`config.mk`:
```
export PLATFORM = sky130hd
export DESIGN_NAME = card_link_top
export DESIGN_NICKNAME = d
export VERILOG_FILES = /design/src/common/card_link_pkg.sv /design/src/link/link_decoder.sv /design/src/link/hand_tally.sv /design/src/link/link_encoder.sv /design/src/hdl/card_link_top.sv
export VERILOG_INCLUDE_DIRS = /design/src /design/src/common
export SDC_FILE = /design/constraint.sdc
export NUM_CORES = 1
export LEC_CHECK = 0
export BUFFER_PORTS_ARGS = -buffer_cell sky130_fd_sc_hd__buf_4
export CORE_MARGIN = 4
export CORE_UTILIZATION = 50
export DETAILED_ROUTE_END_ITERATION = 6
export PLACE_DENSITY = 0.77
export SYNTH_ARGS = -nofsm -noshare
export SYNTH_HDL_FRONTEND = slang
export SYNTH_SLANG_ARGS = --single-unit
```
`constraint.sdc`:
```
create_clock -name clk -period 2.7 [get_ports clk]
set_input_delay 0.54 -clock clk [delete_from_list [all_inputs] [get_ports clk]]
set_output_delay 0.54 -clock clk [all_outputs]
set_load 0.05 [all_outputs]
```
`src/common/card_link_defines.svh`:
```
/*
 * Card link constants.
 * Field positions of a received link byte, the command codes,
 * the bust limit and the tags carried in the top bits of a reply byte.
 */

`ifndef CARD_LINK_DEFINES_SVH
`define CARD_LINK_DEFINES_SVH

// a set flag bit marks a card byte, a clear one a command byte.
`define CARD_FLAG_BIT 7
`define OWNER_BIT     6

`define CMD_START     3'd1
`define CMD_STAND     3'd2
`define CMD_REPORT    3'd3

`define BUST_LIMIT    5'd21

`define TAG_PLAYER    2'b01
`define TAG_DEALER    2'b10
`define TAG_OUTCOME   2'b11

`endif

```
`src/common/card_link_pkg.sv`:
```
/*
 * Card link types.
 * The received byte with its card and command views, the decoded item
 * passed to the hand tally, and the result event passed to the encoder.
 */

package card_link_pkg;

    // card byte: flag, owner (1 = dealer), two spare bits, rank 1..13.
    typedef struct packed {
        logic       flag;
        logic       owner;
        logic [1:0] spare;
        logic [3:0] rank;
    } card_field_t;

    // command byte: flag, four spare bits, command code.
    typedef struct packed {
        logic       flag;
        logic [3:0] spare;
        logic [2:0] code;
    } cmd_field_t;

    typedef union packed {
        card_field_t card;
        cmd_field_t  cmd;
    } link_byte_u;

    typedef enum logic {
        CARD    = 1'b0,
        COMMAND = 1'b1
    } item_kind_e;

    typedef struct packed {
        logic       valid;
        item_kind_e kind;
        logic       owner;
        logic [3:0] rank;
        logic [2:0] cmd;
    } link_item_t;

    typedef enum logic [2:0] {
        PLAYER_BUST = 3'd0,
        DEALER_BUST = 3'd1,
        PLAYER_WIN  = 3'd2,
        DEALER_WIN  = 3'd3,
        PUSH        = 3'd4
    } outcome_e;

    typedef enum logic {
        OUTCOME = 1'b0,
        REPORT  = 1'b1
    } result_kind_e;

    typedef struct packed {
        logic         valid;
        result_kind_e kind;
        logic [4:0]   player_total;
        logic [4:0]   dealer_total;
        outcome_e     outcome;
    } result_evt_t;

endpackage

```
`src/link/link_decoder.sv`:
```
/*
 * Link decoder.
 * Pops bytes from the receive FIFO and decodes each one as a card for
 * the player or dealer, or as a command. Unknown commands are dropped.
 * A command pop is followed by one idle cycle so its reply can raise busy.
 */

`timescale 1ns/1ps

`include "card_link_defines.svh"

module link_decoder (
    input  logic                      clk,
    input  logic                      rst,
    input  logic [7:0]                read_data,
    input  logic                      rx_empty,
    input  logic                      busy,
    output logic                      rd_uart,
    output card_link_pkg::link_item_t item
);

    card_link_pkg::link_byte_u head;
    card_link_pkg::link_item_t item_nxt;
    logic                      hold;
    logic                      is_card;
    logic                      cmd_known;

    assign head    = read_data;
    assign is_card = read_data[`CARD_FLAG_BIT];

    // hold is set in reset as well, so nothing is popped before release.
    assign rd_uart = !rx_empty && !busy && !hold;

    always_comb begin
        cmd_known = (head.cmd.code == `CMD_START) ||
                    (head.cmd.code == `CMD_STAND) ||
                    (head.cmd.code == `CMD_REPORT);
        item_nxt = '0;

        if (rd_uart) begin
            if (is_card) begin
                item_nxt.valid = 1'b1;
                item_nxt.kind  = card_link_pkg::CARD;
                item_nxt.owner = read_data[`OWNER_BIT];
                item_nxt.rank  = head.card.rank;
            end else if (cmd_known) begin
                item_nxt.valid = 1'b1;
                item_nxt.kind  = card_link_pkg::COMMAND;
                item_nxt.cmd   = head.cmd.code;
            end
        end
    end

    always_ff @(posedge clk) begin
        if (rst) begin
            item <= '0;
            hold <= 1'b1;
        end else begin
            item <= item_nxt;
            // every command byte, known or not, costs one idle cycle.
            hold <= rd_uart && !is_card;
        end
    end

endmodule

```
`src/link/hand_tally.sv`:
```
/*
 * Hand tally.
 * Keeps a hard sum and an ace flag for the player and the dealer hand.
 * Reports soft totals, or the outcome of a stand, one cycle after the
 * command item arrives.
 */

`timescale 1ns/1ps

`include "card_link_defines.svh"

module hand_tally (
    input  logic                       clk,
    input  logic                       rst,
    input  card_link_pkg::link_item_t  item,
    output card_link_pkg::result_evt_t result
);

    typedef struct packed {
        logic [4:0] hard;
        logic       ace;
    } hand_t;

    hand_t                   player;
    hand_t                   dealer;
    logic [4:0]              player_total;
    logic [4:0]              dealer_total;
    card_link_pkg::outcome_e outcome;

    function automatic logic [4:0] card_value(input logic [3:0] rank);
        if (rank == 4'd1) begin
            return 5'd1;
        end
        if (rank >= 4'd11) begin
            return 5'd10;
        end
        return {1'b0, rank};
    endfunction

    // the hard sum saturates at 31, which is a bust either way.
    function automatic hand_t add_card(input hand_t hand, input logic [3:0] rank);
        logic [5:0] sum;
        hand_t      next;
        sum       = {1'b0, hand.hard} + {1'b0, card_value(rank)};
        next.hard = sum[5] ? 5'd31 : sum[4:0];
        next.ace  = hand.ace || (rank == 4'd1);
        return next;
    endfunction

    // one ace counts as eleven when that keeps the hand in range.
    function automatic logic [4:0] soft_total(input hand_t hand);
        logic [5:0] raised;
        raised = {1'b0, hand.hard} + 6'd10;
        if (hand.ace && raised <= {1'b0, `BUST_LIMIT}) begin
            return raised[4:0];
        end
        return hand.hard;
    endfunction

    assign player_total = soft_total(player);
    assign dealer_total = soft_total(dealer);

    always_comb begin
        if (player_total > `BUST_LIMIT) begin
            outcome = card_link_pkg::PLAYER_BUST;
        end else if (dealer_total > `BUST_LIMIT) begin
            outcome = card_link_pkg::DEALER_BUST;
        end else if (player_total > dealer_total) begin
            outcome = card_link_pkg::PLAYER_WIN;
        end else if (player_total < dealer_total) begin
            outcome = card_link_pkg::DEALER_WIN;
        end else begin
            outcome = card_link_pkg::PUSH;
        end
    end

    always_ff @(posedge clk) begin
        if (rst) begin
            player <= '0;
            dealer <= '0;
            result <= '0;
        end else begin
            result.valid        <= 1'b0;
            result.player_total <= player_total;
            result.dealer_total <= dealer_total;
            result.outcome      <= outcome;

            if (item.valid && item.kind == card_link_pkg::CARD) begin
                if (item.owner) begin
                    dealer <= add_card(dealer, item.rank);
                end else begin
                    player <= add_card(player, item.rank);
                end
            end else if (item.valid) begin
                case (item.cmd)
                    `CMD_START: begin
                        player <= '0;
                        dealer <= '0;
                    end
                    `CMD_STAND: begin
                        result.valid <= 1'b1;
                        result.kind  <= card_link_pkg::OUTCOME;
                    end
                    `CMD_REPORT: begin
                        result.valid <= 1'b1;
                        result.kind  <= card_link_pkg::REPORT;
                    end
                    default: begin
                    end
                endcase
            end
        end
    end

endmodule

```
`src/link/link_encoder.sv`:
```
/*
 * Link encoder.
 * Turns a result event into one outcome byte or two total bytes and
 * writes them to the transmit FIFO, one per cycle while it is not full.
 */

`timescale 1ns/1ps

`include "card_link_defines.svh"

module link_encoder (
    input  logic                       clk,
    input  logic                       rst,
    input  card_link_pkg::result_evt_t result,
    input  logic                       tx_full,
    output logic                       busy,
    output logic                       wr_uart,
    output logic [7:0]                 w_data
);

    logic [1:0][7:0] reply;
    logic [1:0]      count;
    logic [7:0]      first_byte;
    logic [7:0]      second_byte;
    logic            is_report;

    assign is_report = (result.kind == card_link_pkg::REPORT);

    always_comb begin
        if (is_report) begin
            first_byte  = {`TAG_PLAYER, 1'b0, result.player_total};
            second_byte = {`TAG_DEALER, 1'b0, result.dealer_total};
        end else begin
            first_byte  = {`TAG_OUTCOME, 3'b000, result.outcome};
            second_byte = 8'h00;
        end
    end

    // the event itself counts as busy, so the decoder stops in that cycle.
    assign busy    = result.valid || (count != 2'd0);
    assign wr_uart = (count != 2'd0) && !tx_full;
    assign w_data  = reply[0];

    always_ff @(posedge clk) begin
        if (rst) begin
            count <= 2'd0;
        end else if (result.valid) begin
            count <= is_report ? 2'd2 : 2'd1;
        end else if (wr_uart) begin
            count <= count - 2'd1;
        end
    end

    always_ff @(posedge clk) begin
        if (result.valid) begin
            reply[0] <= first_byte;
            reply[1] <= second_byte;
        end else if (wr_uart) begin
            reply[0] <= reply[1];
        end
    end

endmodule

```
`src/hdl/card_link_top.sv`:
```
/*
 * Card link top level.
 * Connects the link decoder, the hand tally and the link encoder
 * between the receive and transmit FIFO ports.
 */

`timescale 1ns/1ps

module card_link_top (
    input  logic       clk,
    input  logic       rst,
    input  logic [7:0] read_data,
    input  logic       rx_empty,
    output logic       rd_uart,
    input  logic       tx_full,
    output logic       wr_uart,
    output logic [7:0] w_data
);

    card_link_pkg::link_item_t  item;
    card_link_pkg::result_evt_t result;
    logic                       busy;

    link_decoder u_link_decoder (
        .clk,
        .rst,
        .read_data,
        .rx_empty,
        .busy,
        .rd_uart,
        .item
    );

    hand_tally u_hand_tally (
        .clk,
        .rst,
        .item,
        .result
    );

    link_encoder u_link_encoder (
        .clk,
        .rst,
        .result,
        .tx_full,
        .busy,
        .wr_uart,
        .w_data
    );

endmodule

```
After elaboration in Yosys (flattened, before gate mapping)
Cells that the tools add are included.
- reductions and logical operators: 33
- eq/ne operators: 9
- bitwise logic cells: 6
- add/sub/neg operators: 5
- multiplexer cells: 55
- order comparisons: 7
- operators with widths (cell ; number):
    5-bit two-way mux ; 18
    6-bit two-way mux ; 6
    8-bit two-way mux ; 4
    1-bit two-way mux ; 19
    5-bit by 4-bit adder with 6-bit output, second input constant ; 2
    5-bit by 5-bit adder with 6-bit output ; 2
    3-bit by 2-bit equality test with 1-bit output, second input constant ; 4
    6-bit by 5-bit less-or-equal comparator with 1-bit output, second input constant ; 2
    2-bit two-way mux ; 6
    3-bit OR reduction ; 4
    5-bit greater-than comparator, second input constant ; 2
    2-bit nonzero test ; 5
    3-bit AND reduction ; 3
    4-bit OR reduction ; 2
    1-bit logical AND ; 7
    3-bit by 1-bit equality test with 1-bit output, second input constant ; 2
    1-bit inverter ; 6
    5-bit greater-than comparator ; 1
    1-bit zero test ; 5
    1-bit logical OR ; 5
    5-bit < comparator ; 1
    4-bit by 1-bit equality test with 1-bit output, second input constant ; 1
    4-bit >= comparator, second input constant ; 1
    2-bit inequality test, second input constant ; 2
    4 further kinds ; 5
- word-level logic and storage cells: 136
- input bits: 12
- bits in registers: 56
- output and inout bits: 10

Depth between registers and ports, before layout
- depth in word-level cells: 18
- mapped depth: 11
- gate-level depth less buffers: 11

Modules after synthesis
Synthesis repeated with hierarchy kept, for this count alone.
- cells, all modules: 295
- area, all modules: 2831.5 µm²
- modules (own cells, without submodules) (module ; cells each ; area each (µm²) ; seq. area each (µm²) ; times used):
    hand_tally ; 205 ; 1771.7 ; 540.5 ; 1
    link_encoder ; 63 ; 725.7 ; 430.4 ; 1
    link_decoder ; 27 ; 334.1 ; 220.2 ; 1

Least setup slack after synthesis
Ideal clock, no wire load.
- path type: flip-flop to flip-flop
- from: register u_hand_tally.player[2] (netlist bit)
- to: register, netlist name u_hand_tally.result[1]
- path buffers: 0
- required time: 2620 ps
- stages on the path, launching flop included: 11
- data arrival time: 2657 ps
- period minus slack after synthesis: 2736 ps
- path slack: -36 ps
- cells stage by stage: dfxtp_1 > ha_1 > nand2b_1 > or4_4 > o311ai_2 > mux2_4 > ha_1 > a21oi_1 > nand2_1 > o311ai_0 > nor3b_1
- longest elaborated chain between the ends: 8
- elaborated cells between the ends (all ways): 12
- those cells by class: 1 x add/sub; 4 x order compare; 5 x mux; 2 x reduce/logical
- RTL lines (item ; line ; RTL):
    start: declaration ; hand_tally.sv:24 ; hand_t player;
    start signal: assignment ; hand_tally.sv:92 ; player <= add_card(player, item.rank);
    5-bit by 4-bit adder with 6-bit output (*) ; hand_tally.sv:53 ; raised = {1'b0, hand.hard} + 6'd10;
    6-bit by 5-bit less-or-equal comparator with 1-bit output ; hand_tally.sv:54 ; if (hand.ace && raised <= {1'b0, `BUST_LIMIT}) begin
    1-bit logical AND ; hand_tally.sv:54 ;
    1-bit two-way mux ; hand_tally.sv:54 ;
    5-bit two-way mux (*) ; hand_tally.sv:57 ; return hand.hard;
    via u_hand_tally.player_total[2] ; hand_tally.sv:26 ; logic [4:0] player_total;
    5-bit < comparator ; hand_tally.sv:70 ; end else if (player_total < dealer_total) begin
    3-bit two-way mux ; hand_tally.sv:70 ;
    2-bit two-way mux ; hand_tally.sv:68 ; end else if (player_total > dealer_total) begin
The timed path passes the listed nets; every way through them passes the cells marked *. The select of a mux whose other input is x is not followed.
A chain may end at the register's enable or synchronous reset.

Worst setup path after layout
- from: register u_hand_tally.player[2] (netlist bit)
- to: register, netlist name u_hand_tally.result[1]
- longest elaborated chain between the ends: 8
- elaborated cells between the ends (all ways): 12
- those cells by class: 1 x add/sub; 4 x order compare; 5 x mux; 2 x reduce/logical
- RTL lines (item ; line):
    5-bit by 4-bit adder with 6-bit output (*) ; hand_tally.sv:53
    6-bit by 5-bit less-or-equal comparator with 1-bit output ; hand_tally.sv:54
    1-bit logical AND ; hand_tally.sv:54
    1-bit two-way mux ; hand_tally.sv:54
    5-bit two-way mux (*) ; hand_tally.sv:57
    via u_hand_tally.player_total[2] ; hand_tally.sv:26
    5-bit < comparator ; hand_tally.sv:70
    3-bit two-way mux ; hand_tally.sv:70
    2-bit two-way mux ; hand_tally.sv:68
Marks and branches as above.

==> metrics.md <==
| Metric | Value |
|---|---|
| Root buffer cell | `clkbuf_8` |
| GPL Wtd Cong | `0.8636` |
| # setup viols final | `0` |
| Die Area | `about 0.0067 mm^2` |
| I/O Buffers | `18` |
| Synth area leaders | `dfxtp_1 (29%), edfxtp_1 (14%), ha_1 (7.3%)` |
| Critical setup path kind | `flip-flop to flip-flop` |
| Crit start category | `flip-flop` |
| Asr flop ratio synth | `0` |
| Filler cells | `~460` |
| Fraction of layout instances using a drive strength above 1 | `0.1851` |
| Worst hold path depth | `2` |
| Slew @ Worst Pin | `~0.55 ns` |
| CTS sink cnt | `53` |
| Clock Tree Buf Depth | `2` |
| Post-synth top area cell | `dfxtp_1` |
| Syn-to-layout area delta | `14.79%` |
| Final WL | `5053 um` |
| Simple-Gate Fraction of Synth Area | `0.2210` |
| Maximum clock rate | `a little under 0.4 GHz` |
| Fin util | `0.6043` |
| Synth Area in XOR/XNOR | `0.02877` |
| Final worst slack | `0.1310 ns` |
| Tmin final | `~2.6 ns` |
| Vias | `a little over 2000` |
| Multi-input gate area | `~0.0015 mm^2` |
| Synth top area share | `0.2922` |
| Std cell rows | `26` |
| Nets@finish | `337` |
| Initial core utilization | `0.5264` |
| Worst VDD drop | `about 0.00028 V` |
| Fin. max-slew vios | `0` |
| Synthesis Warnings | `0` |
| Vias in the first global route | `1960` |
| Number of synthesized flops with an enable pin | `13` |
| Fin crit share | `0.9515` |
| Die W | `between 80 and 90 um` |
| Tot GR Track Use | `0.1659` |
| Outcome | `complete, no violations` |
| CP Data Arrival Time | `about 2.8 ns` |
| Htree depth | `2` |
| Hold Crit Class | `input port to flip-flop` |
| Diode count | `0` |
| # DRC | `0` |
| Compound-Gate Fraction of Synth Area | `0.1452` |
| R2R depth | `10` |
| Via density | `~5.4` |
| R2R Path Start | `u_hand_tally.player[2]` |
| Crit path from | `u_hand_tally.player[2]` |
| Post-Synth Adder-Cell Area | `0.08767` |
| Synth Cell Area | `0.002740 mm^2` |
| Initial antenna violation count | `0` |
| Fraction of synthesized area in multiplexers | `0.02374` |
| Core area | `approximately 0.0052 mm^2` |
| Post-DR wirelength/cell | `13.37 um` |
| Max Cap Viol | `0` |
| Final Hold Fails | `0` |
| Top_reg_cell synth | `dfxtp_1` |
| CTS tree | `done` |
| WHS | `~0.45 ns` |
| Worst slack, placed | `-0.04146 ns` |
| GRT overflow | `0` |
| Rel. slew slack | `0.6297` |
| Iter 0 DRT Violations | `just over 80` |
| Sequential share of the synthesized area | `0.4347` |
| Clk_skew | `around 0.007 ns` |
| Crit path max fanout | `4` |
| Reg-to-reg setup timing slack | `~0.13 ns` |
| Die H | `82.03 um` |
| Syn_area_per_cell | `9.514 um^2` |
| Antenna-violating nets left | `0` |
| Largest family of logic cells by synthesized area | `simple AND/OR/NAND/NOR gates` |
| Cells after synthesis | `288` |
| Critical Path Sink | `u_hand_tally.result[1]` |
| First-pass GRT wire length | `approximately 8600 um` |
| Post-CTS Hold Buffers | `0` |
| Leak Pwr | `0.001273 uW` |
| Detail Placement HPWL | `around 3600 um` |
| CTS buffer count | `5` |
| Clk Latency, worst-skew pair | `~0.3 ns` |
| Largest net degree at the start of global routing | `27` |
| Synthesized flop and latch total | `between 50 and 60` |
| Placed instance area | `around 0.003 mm^2` |
| PwrDens | `between 400 and 500 mW/mm^2` |
| Crit. End Element | `flip-flop` |
| RR Endpoint | `u_hand_tally.result[1]` |
| Worst Path Required | `2.93 ns` |
| I/O Pins | `22` |
| Final instance area | `between 0.003 and 0.004 mm^2` |
| DRT Pass-1 Iters | `4` |
| Worst-path clk slew | `around 0.090 ns` |
| HP Start | `read_data[1]` |
| Register area | `0.001192 mm^2` |
| Netlist cell types | `55` |
## through the flow
step / instances / setup TNS (ns) / total power, uW
floorplan: 289 / 0 / 1006
detailed placement: 369 / -0.04146 / 1048
global placement: 369 / 0 / 1043
global route: 378 / -0.009167 / 1632
finish: 378 / 0 / 1559
CTS: 377 / 0 / 1567
## area by class of cell
class,instances,area share
clock buffers,6,0.02307
multi-input cells,204,0.4706
inverters,12,0.01432
flip-flops and latches,53,0.3791
well taps,70,0.02784
clock inverters,2,0.01114
repair buffers,31,0.07399
## routing by layer
metal | global-route usage | wire (um)
met1 | 0.1886 | 2187
met2 | 0.2973 | 2578
met5 | 0 | 0
met4 | 0.06478 | 70
met3 | 0.03947 | 216
## sequential cells by signal (all words and copies together), names as in the netlist
register               cells
u_hand_tally.dealer        6
u_link_encoder.w_data      7
u_link_encoder.reply       6
u_link_encoder.count       2
u_hand_tally.result       15
u_hand_tally.player        6
u_link_decoder.item       10
u_link_decoder.hold        1
## kinds of logic (layout without fill, tap and decap cells)
logic type	Yosys count	after routing
AO/OA/AOI/OAI	62	62
XOR/XNOR	9	9
adder cells (fa/ha/maj)	18	18
buffers and inverters	32	51
flip-flops	53	53
multiplexers	6	6
other	1	2
AND/OR/NAND/NOR	107	107
## cells in the final DEF (no fill, tap or decap), drive strengths merged, types with 2 or more instances in the layout
cell type  netlist  layout
dfxtp           40      40
buf             14      31
nor2            26      26
a21oi           24      24
ha              16      16
nor3            14      14
edfxtp          13      13
nand2           12      12
inv             12      12
nor2b           11      11
o21ai           11      11
and2             8       8
nand2b           7       7
nand3            6       6
clkbuf           6       6
xnor2            5       5
and3             5       5
mux2i            5       5
a21o             4       4
a31oi            4       4
a211oi           4       4
nand3b           4       4
xor2             4       4
nor4b            3       3
o311ai           3       3
a32oi            2       2
o2bb2ai          2       2
nor3b            2       2
and3b            2       2
fa               2       2
conb             1       2
## power by group
group          switching [uW]  total [uW]  internal [uW]
clock network             243         518            275
logic                     114         193           78.8
registers                10.7         848            837
total                     368        1560           1190
## synthesized netlist by cell type (2+ instances only)
library cell / n
o21ai_1: 7
nor2b_1: 11
a32oi_1: 2
a31oi_1: 4
edfxtp_1: 13
mux2i_1: 5
a211oi_1: 4
and3_1: 5
nor4b_1: 3
xor2_1: 4
xnor2_1: 5
a21oi_1: 24
dfxtp_1: 40
buf_2: 6
fa_1: 2
nand3b_1: 4
o2bb2ai_1: 2
nor3_1: 14
nand2b_1: 7
buf_4: 8
nor2_1: 25
nand2_1: 11
and2_1: 8
o21ai_0: 4
and3b_1: 2
nand3_1: 6
ha_1: 16
clkbuf_1: 6
inv_1: 11
a21o_1: 4
## repair_timing
item                       4_1_cts  5_1_grt
pin swaps                        0        4
gates resized for setup          2       11
setup buffers                    0        1
setup endpoints to repair        1        3
## worst min path at each step
stage / slack, ns / to
after global routing: 0.44 / u_link_decoder.item[0]
final: 0.45 / u_link_decoder.item[1]
after floorplan: 0.41 / u_link_encoder.reply[15]
after CTS: 0.45 / u_link_decoder.item[1]
after detailed placement: 0.46 / u_hand_tally.result[13]
after global placement: 0.45 / u_hand_tally.result[13]
## critical path: stages, from the launching register on
cell and delay [ns]:
dfxtp_2 0.34, ha_2 0.18, nand2b_4 0.13, or4_4 0.43, o311ai_4 0.11, mux2_4 0.36
ha_4 0.24, a21oi_2 0.13, nand2_1 0.09, o311ai_2 0.28, nor3b_2 0.20
No activity file was read; power rests on OpenSTA's default activity.
